### src/common/upd_sound_pkg.sv
// shared types, APB register map and tone vector constants
// for the sound section
`default_nettype none

package upd_sound_pkg;

  //////////////////////////////
  // widths with a meaning
  //////////////////////////////

  typedef logic [1:0] reg_addr_t;  // APB word address
  typedef logic [7:0] reg_data_t;  // APB data byte
  typedef logic [7:0] tone_cnt_t;  // N and NC
  typedef logic [2:0] nuc_t;       // reload counter

  //////////////////////////////
  // register map
  //////////////////////////////

  localparam reg_addr_t ADDR_MD   = 2'd0;  // mode
  localparam reg_addr_t ADDR_N    = 2'd1;  // tone reload value
  localparam reg_addr_t ADDR_DA   = 2'd2;  // sample, latches DAC
  localparam reg_addr_t ADDR_STAT = 2'd3;  // signs on write, status on read

  localparam int MD_TONE_IE_BIT = 1;  // tone interrupt enable in MD

  // bit positions in an ADDR_STAT write
  localparam int STAT_CLR_BIT = 1;  // clear pending
  localparam int STAT_SS_BIT  = 6;  // sample sign
  localparam int STAT_TS_BIT  = 7;  // tone sign

  //////////////////////////////
  // interrupt vectors
  //////////////////////////////

  localparam reg_data_t VEC_TONE_BASE = 8'h20;

endpackage

`default_nettype wire

### src/rtl/sound_regs.sv
// APB slave with mode, tone reload, sign and sample registers
// plus status read mux and the DAC load / interrupt clear strobes
`timescale 1ns/1ps
`default_nettype none

module sound_regs (
  input  wire                      CLK,
  input  wire                      reset,
  input  upd_sound_pkg::reg_addr_t paddr,
  input  wire                      psel,
  input  wire                      penable,
  input  wire                      pwrite,
  input  upd_sound_pkg::reg_data_t pwdata,
  output upd_sound_pkg::reg_data_t prdata,
  output logic                     pready,
  input  upd_sound_pkg::reg_data_t irq_vec,
  input  wire                      pending,
  output upd_sound_pkg::tone_cnt_t n_val,
  output logic                     tone_ie,
  output logic                     irq_clear,
  output upd_sound_pkg::reg_data_t sample,
  output logic                     tone_sign,
  output logic                     sample_sign,
  output logic                     da_load
);
  import upd_sound_pkg::*;

  reg_data_t md;      // mode register
  tone_cnt_t n_reg;   // tone reload N
  reg_data_t da_reg;  // last sample written
  logic      wr_en;

  assign wr_en  = psel & penable & pwrite;  // access phase write
  assign pready = 1'b1;                     // zero wait states

  //////////////////////////////
  // control registers
  //////////////////////////////

  always_ff @(posedge CLK) begin
    if (reset) begin
      md          <= '0;
      n_reg       <= '0;
      tone_sign   <= 1'b0;
      sample_sign <= 1'b0;
    end else if (wr_en) begin
      case (paddr)
        ADDR_MD: md <= pwdata;
        ADDR_N:  n_reg <= pwdata;
        ADDR_STAT: begin
          tone_sign   <= pwdata[STAT_TS_BIT];
          sample_sign <= pwdata[STAT_SS_BIT];
        end
        default: ;  // sample handled below
      endcase
    end
  end

  // sample byte
  always_ff @(posedge CLK) begin
    if (wr_en && (paddr == ADDR_DA)) begin
      da_reg <= pwdata;
    end
  end

  //////////////////////////////
  // strobes, one clock wide
  //////////////////////////////

  // registered so the DAC sees the new sample and signs
  always_ff @(posedge CLK) begin
    if (reset) begin
      da_load   <= 1'b0;
      irq_clear <= 1'b0;
    end else begin
      da_load   <= wr_en & (paddr == ADDR_DA);
      irq_clear <= wr_en & (paddr == ADDR_STAT) & pwdata[STAT_CLR_BIT];
    end
  end

  assign n_val   = n_reg;
  assign sample  = da_reg;
  assign tone_ie = md[MD_TONE_IE_BIT];

  //////////////////////////////
  // read mux
  //////////////////////////////

  always_comb begin
    case (paddr)
      ADDR_MD:   prdata = md;
      ADDR_N:    prdata = n_reg;
      ADDR_DA:   prdata = da_reg;
      ADDR_STAT: prdata = {irq_vec[7:2], pending, irq_vec[0]};  // vec[1:0] is 0
      default:   prdata = '0;
    endcase
  end

endmodule

`default_nettype wire

### src/tone/tone_counter.sv
// tone tick divider, NC down-counter and NUC reload counter
`timescale 1ns/1ps
`default_nettype none

module tone_counter #(
  parameter int TICK_DIV = 8
) (
  input  wire                      CLK,
  input  wire                      reset,
  input  upd_sound_pkg::tone_cnt_t n_val,
  output logic                     tick,
  output logic                     nc_reload_d,
  output upd_sound_pkg::nuc_t      nuc
);
  import upd_sound_pkg::*;

  localparam int DIV_W = (TICK_DIV > 1) ? $clog2(TICK_DIV) : 1;

  logic [DIV_W-1:0] div_cnt;
  tone_cnt_t        nc;         // down-counter
  logic             nc_eq_01;   // reload condition

  //////////////////////////////
  // tick divider
  //////////////////////////////

  assign tick = (div_cnt == DIV_W'(TICK_DIV - 1));

  always_ff @(posedge CLK) begin
    if (reset || tick) begin
      div_cnt <= '0;
    end else begin
      div_cnt <= div_cnt + 1'b1;
    end
  end

  //////////////////////////////
  // NC and NUC
  //////////////////////////////

  assign nc_eq_01 = (nc == 8'd1);

  // reload at one, zero wraps through 0xFF
  always_ff @(posedge CLK) begin
    if (reset) begin
      nc <= '0;
    end else if (tick) begin
      if (nc_eq_01)
        nc <= n_val;
      else
        nc <= nc - 1'b1;
    end
  end

  // NUC steps on the tick after a reload
  always_ff @(posedge CLK) begin
    if (reset) begin
      nc_reload_d <= 1'b0;
      nuc         <= '0;
    end else if (tick) begin
      nc_reload_d <= nc_eq_01;
      if (nc_reload_d)
        nuc <= nuc + 1'b1;
    end
  end

endmodule

`default_nettype wire

### src/tone/tone_irq.sv
// tone interrupt: N range decode, falling edge trigger, pending flag
// and vector
`timescale 1ns/1ps
`default_nettype none

module tone_irq (
  input  wire                      CLK,
  input  wire                      reset,
  input  upd_sound_pkg::tone_cnt_t n_val,
  input  wire                      tick,
  input  wire                      nc_reload_d,
  input  upd_sound_pkg::nuc_t      nuc,
  input  wire                      tone_ie,
  input  wire                      irq_clear,
  output logic                     pending,
  output upd_sound_pkg::reg_data_t irq_vec
);
  import upd_sound_pkg::*;

  logic cond;     // selected trigger source
  logic cond_d;   // cond at previous tick
  logic trig;     // falling edge seen
  reg_data_t vec_ofs;

  // source and vector offset follow the range of N
  always_comb begin
    if (n_val < 8'h08) begin
      cond    = 1'b0;  // never fires
      vec_ofs = 8'h00;
    end else if (n_val < 8'h10) begin
      cond    = nuc[2];
      vec_ofs = 8'h00;
    end else if (n_val < 8'h20) begin
      cond    = nuc[1];
      vec_ofs = 8'h04;
    end else if (n_val < 8'h40) begin
      cond    = nuc[0];
      vec_ofs = 8'h08;
    end else begin
      cond    = nc_reload_d;
      vec_ofs = 8'h0C;
    end
  end

  assign irq_vec = VEC_TONE_BASE | vec_ofs;

  //////////////////////////////
  // edge detect and pending
  //////////////////////////////

  always_ff @(posedge CLK) begin
    if (reset) begin
      cond_d  <= 1'b0;
      trig    <= 1'b0;
      pending <= 1'b0;
    end else begin
      if (tick) begin
        cond_d <= cond;
        trig   <= cond_d & ~cond;  // negedge of cond
      end
      if (irq_clear)
        pending <= 1'b0;
      else if (tick && trig && tone_ie)
        pending <= 1'b1;
    end
  end

endmodule

`default_nettype wire

### src/rtl/dac_output.sv
// DAC latch with sign driven sample inversion
`timescale 1ns/1ps
`default_nettype none

module dac_output (
  input  wire                      CLK,
  input  wire                      reset,
  input  wire                      da_load,
  input  upd_sound_pkg::reg_data_t sample,
  input  wire                      tone_sign,
  input  wire                      sample_sign,
  output logic                     pcm_neg,
  output upd_sound_pkg::reg_data_t pcm_out
);
  import upd_sound_pkg::*;

  logic      da_inv;  // tone sign differs from sample sign
  logic      da_neg;  // latched sample sign
  reg_data_t da_smp;  // latched sample

  //////////////////////////////
  // DA latch
  //////////////////////////////

  always_ff @(posedge CLK) begin
    if (reset) begin
      da_inv <= 1'b0;
      da_neg <= 1'b0;
      da_smp <= '0;
    end else if (da_load) begin
      da_inv <= tone_sign ^ sample_sign;
      da_neg <= sample_sign;
      da_smp <= sample;
    end
  end

  assign pcm_neg = da_neg;
  assign pcm_out = da_inv ? ~da_smp : da_smp;  // ones complement on mismatch

endmodule

`default_nettype wire

### src/rtl/upd_sound_top.sv
// sound section top level
// APB register block, tone counter, tone interrupt and DAC latch
`timescale 1ns/1ps
`default_nettype none

module upd_sound_top #(
  parameter int TICK_DIV = 8
) (
  input  wire                      CLK,
  input  wire                      reset,
  input  upd_sound_pkg::reg_addr_t paddr,
  input  wire                      psel,
  input  wire                      penable,
  input  wire                      pwrite,
  input  upd_sound_pkg::reg_data_t pwdata,
  output upd_sound_pkg::reg_data_t prdata,
  output logic                     pready,
  output logic                     irq,
  output logic                     pcm_neg,
  output upd_sound_pkg::reg_data_t pcm_out
);
  import upd_sound_pkg::*;

  tone_cnt_t n_val;
  logic      tone_ie;
  logic      irq_clear;
  reg_data_t sample;
  logic      tone_sign;
  logic      sample_sign;
  logic      da_load;
  logic      tick;
  logic      nc_reload_d;
  nuc_t      nuc;
  reg_data_t irq_vec;
  logic      pending;

  assign irq = pending;  // single interrupt source

  sound_regs u_regs (
    .CLK(CLK), .reset(reset),
    .paddr(paddr), .psel(psel), .penable(penable), .pwrite(pwrite),
    .pwdata(pwdata), .prdata(prdata), .pready(pready),
    .irq_vec(irq_vec), .pending(pending),
    .n_val(n_val), .tone_ie(tone_ie), .irq_clear(irq_clear),
    .sample(sample), .tone_sign(tone_sign), .sample_sign(sample_sign),
    .da_load(da_load)
  );

  tone_counter #(.TICK_DIV(TICK_DIV)) u_tone_cnt (
    .CLK(CLK), .reset(reset), .n_val(n_val),
    .tick(tick), .nc_reload_d(nc_reload_d), .nuc(nuc)
  );

  tone_irq u_tone_irq (
    .CLK(CLK), .reset(reset), .n_val(n_val), .tick(tick),
    .nc_reload_d(nc_reload_d), .nuc(nuc), .tone_ie(tone_ie),
    .irq_clear(irq_clear), .pending(pending), .irq_vec(irq_vec)
  );

  dac_output u_dac (
    .CLK(CLK), .reset(reset), .da_load(da_load), .sample(sample),
    .tone_sign(tone_sign), .sample_sign(sample_sign),
    .pcm_neg(pcm_neg), .pcm_out(pcm_out)
  );

endmodule

`default_nettype wire

### config.mk
export PLATFORM = sky130hd
export DESIGN_NAME = upd_sound_top
export DESIGN_NICKNAME = d
export VERILOG_FILES = /design/src/common/upd_sound_pkg.sv /design/src/rtl/sound_regs.sv /design/src/tone/tone_counter.sv /design/src/tone/tone_irq.sv /design/src/rtl/dac_output.sv /design/src/rtl/upd_sound_top.sv
export SDC_FILE = /design/constraint.sdc
export NUM_CORES = 1
export LEC_CHECK = 0
export BUFFER_PORTS_ARGS = -buffer_cell sky130_fd_sc_hd__buf_2
export CAP_MARGIN = 20
export CORE_MARGIN = 2
export CORE_UTILIZATION = 50
export DETAILED_ROUTE_END_ITERATION = 7
export GPL_TIMING_DRIVEN = 0
export MAX_ROUTING_LAYER = met4
export PLACE_DENSITY = 0.73
export SLEW_MARGIN = 40
export SYNTH_ARGS = -nofsm -noshare
export SYNTH_HDL_FRONTEND = slang
export SYNTH_SLANG_ARGS = --single-unit
### constraint.sdc
create_clock -name CLK -period 1.59 [get_ports CLK]
set_input_delay 0.318 -clock CLK [delete_from_list [all_inputs] [get_ports CLK]]
set_output_delay 0.318 -clock CLK [all_outputs]
set_load 0.01 [all_outputs]
==> results.json <==
{
  "status": "finished with violations",
  "violations": "negative setup slack",
  "grt_pass1_vias": 2116,
  "synthAdderAreaFrac_pct": 2.41,
  "fin_cells": 391,
  "synth_top_family_by_area": "simple AND/OR/NAND/NOR gates",
  "die_h_um": 76.0,
  "worstMarginPinSlew_ps": 778,
  "grt_pass1_wl_mm": 10.7,
  "grt_max_degree": 18,
  "synth_edf_count": 8,
  "globalRouteMet1Util_pct": 34.8,
  "avgSynthCellArea_um2": 9.60,
  "drtIter0Drc": 154,
  "finalSetupViolations": 5,
  "min_from": "pwdata[0]",
  "yosys_register_bits": 56,
  "ys_warn_count": 0,
  "hold_violations": 0,
  "cts_tree": "done",
  "grt_busiest_layer": "met1",
  "wl_per_cell_um": 16.4,
  "cp-startpoint": "u_regs.n_val[7]",
  "placed_cells": 371,
  "peakVddDrop_mv": 0.570,
  "synth_compound_area_share_pct": 12.5,
  "cp-start-kind": "flip-flop",
  "cts-buffers-inserted": 5,
  "fin_nets": 340,
  "antenna_left": 0,
  "antenna_cells": 0,
  "r2r_start": "u_tone_cnt.div_cnt[0]",
  "p_per_area_nw_per_um2": 775,
  "core_um2": 5040,
  "skew_ps": 11.6,
  "synth-simple-area-share_pct": 18.6,
  "slew_headroom_pct": 47.9,
  "synth_xor_area_share_pct": 3.72,
  "crit_chain": "or3_4, mux4_2, buf_6",
  "syn-instance-count": 270,
  "syn2layout_area_growth_pct": 21.6,
  "critPathCaptureType": "output pin",
  "cts-root-to-sink-buffers": 2,
  "overflow": 0,
  "drive_gt1_share_pct": 27.1,
  "slowest_stage": "mux4_2",
  "synthFlopType": "dfxtp_1",
  "crit_path_max_fanout": 4,
  "syn-num-nets": 290,
  "cpPeakStageDelay_ps": 500,
  "required_ps": 1270,
  "avgViaCountPerCell": 5.75,
  "timing.fmax_mhz": 497,
  "dieArea_um2": 5780,
  "slew_violations": 0,
  "path_clk_slew_ps": 100,
  "cts_hold_buf": 0,
  "grtUsageMet2_pct": 33.4,
  "start_util_pct": 51.4,
  "fp.dieW_um": 76.0,
  "ios": 34,
  "portBuffers": 31,
  "maxCapViolations": 0,
  "post-dp-hpwl_mm": 4.33,
  "cts_root_buf": "clkbuf_8",
  "hp-class": "input port to flip-flop",
  "num_vias": 2249,
  "clock-sinks": 56,
  "yosys.cell_types.count": 48,
  "worstSkewPairLatency_ps": 310,
  "place_ws_ps": -264,
  "dr.pass1.iters": 5,
  "yosysSeqAreaShare_pct": 46.3,
  "synthMuxAreaShare_pct": 12.3,
  "grt_use_met3_pct": 3.44,
  "gp_congestion": 0.885,
  "track_usage_pct": 23.8,
  "fin_crit_sh_pct": 127,
  "crit_arrival_ps": 1690,
  "synth_area_um2": 2590,
  "row_count": 26,
  "crit_type": "flip-flop to output pin",
  "n_fill_cell": 418,
  "rsz0062_at_grt": "true",
  "period_needed_ps": 2010,
  "totalWireLength_mm": 6.42,
  "p_leak_nw": 1.24,
  "antenna_found_initial": 0,
  "fin_util_pct": 62.5,
  "htree_levels": 2,
  "drc": 0,
  "setup_ws_ps": -423,
  "synthArstFlopShare_pct": 0
}
## power by group
part,switching (mW),leakage (nW),total [mW],internal [mW]
registers,0.0190,0.465,1.47,1.45
logic,0.122,0.729,0.208,0.0861
clock network,0.455,0.0428,0.765,0.310
total,0.596,1.24,2.44,1.85
## Yosys cell counts (all sizes together) (6+ instances only)
library cell / n / area [um^2]
nor3: 6 / 35.0
nand3: 14 / 70.1
edfxtp: 8 / 240
dfxtp: 48 / 961
nand2: 31 / 116
nor2: 18 / 67.6
mux2i: 24 / 240
o21ai: 18 / 90.1
a21oi: 11 / 55.1
clkbuf: 10 / 37.5
xor2: 10 / 87.6
buf: 8 / 43.8
inv: 6 / 22.5
## cell type report
class | instances | area, um^2 | area share [%]
inverters | 6 | 26.3 | 0.833
clock buffers | 6 | 72.6 | 2.30
well taps | 70 | 87.6 | 2.78
clock inverters | 2 | 12.5 | 0.397
plain buffers | 16 | 76.3 | 2.42
multi-input cells | 190 | 1370 | 43.6
repair buffers | 45 | 287 | 9.09
flip-flops and latches | 56 | 1220 | 38.6
## final timing paths
kind | to | cells past startpoint | slack (ps)
min reg2reg | u_tone_irq.pending | 1 | 400
max reg2reg | u_tone_cnt.nc[7] | 5 | -240
max | prdata[3] | 3 | -420
min | u_regs.sample[0] | 1 | 210
## metrics by stage
stage	power [mW]	TNS (ps)	instance area (um^2)	hold slack [ps]
global route	2.54	-1410	3150	196
global placement	1.68	-3950	2840	381
detailed placement	1.68	-4280	2840	394
floorplan	1.61	-152	2590	376
finish	2.44	-1190	3150	206
CTS	2.44	-1120	3070	199
## sequential cells by signal (all words and copies together), names as in the netlist, 3 cells and up
register            count
u_regs.sample           8
u_regs.md               8
u_tone_cnt.nc           8
u_tone_cnt.div_cnt      3
u_regs.n_val            8
u_dac.da_smp            8
u_tone_cnt.nuc          3
## critical path, delay by kind of cell, from the launching register on
| kind | cells | cell delay [ps] |
|---|---|---|
| flip-flops | 1 | 380 |
| AND/OR/NAND/NOR | 1 | 370 |
| multiplexers | 1 | 500 |
| buffers and inverters | 1 | 140 |
## routing by layer
layer,wire (um),vias up
li1,-,1071
met1,2790,1040
met2,2890,119
met3,546,19
met4,190,0
met5,0,-
## cells in the final DEF, fill, tap and decap left out, types with 3 or more instances in the layout
cell and n:
a211o_1 3, a21oi_1 11, a31oi_1 5, and3_1 3, buf_1 4, buf_2 29
buf_4 14, buf_6 5, clkbuf_1 8, clkbuf_8 5, dfxtp_1 39, dfxtp_2 7
edfxtp_1 8, ha_4 3, inv_1 4, mux2i_1 24, mux4_2 3, nand2_1 30
nand2b_1 4, nand3_1 14, nand4_1 4, nor2_1 17, nor3_1 5, o211ai_1 3
o21ai_0 16, xor2_1 10
## kinds of logic after synthesis
group	after synthesis
simple gates	94
mux	28
flops	56
fa+ha+maj	5
compound gates	51
xor+xnor	11
other cells	1
buf+inv	24
## repair_timing
item | 4_1_cts | 5_1_grt
setup buffers | 10 | 4
hold endpoints to repair | 0 | 0
endpoints found under the setup margin | 19 | 17
resized for setup | 26 | 17
pin swaps | 5 | 7
No activity file was read; power rests on OpenSTA's default activity.
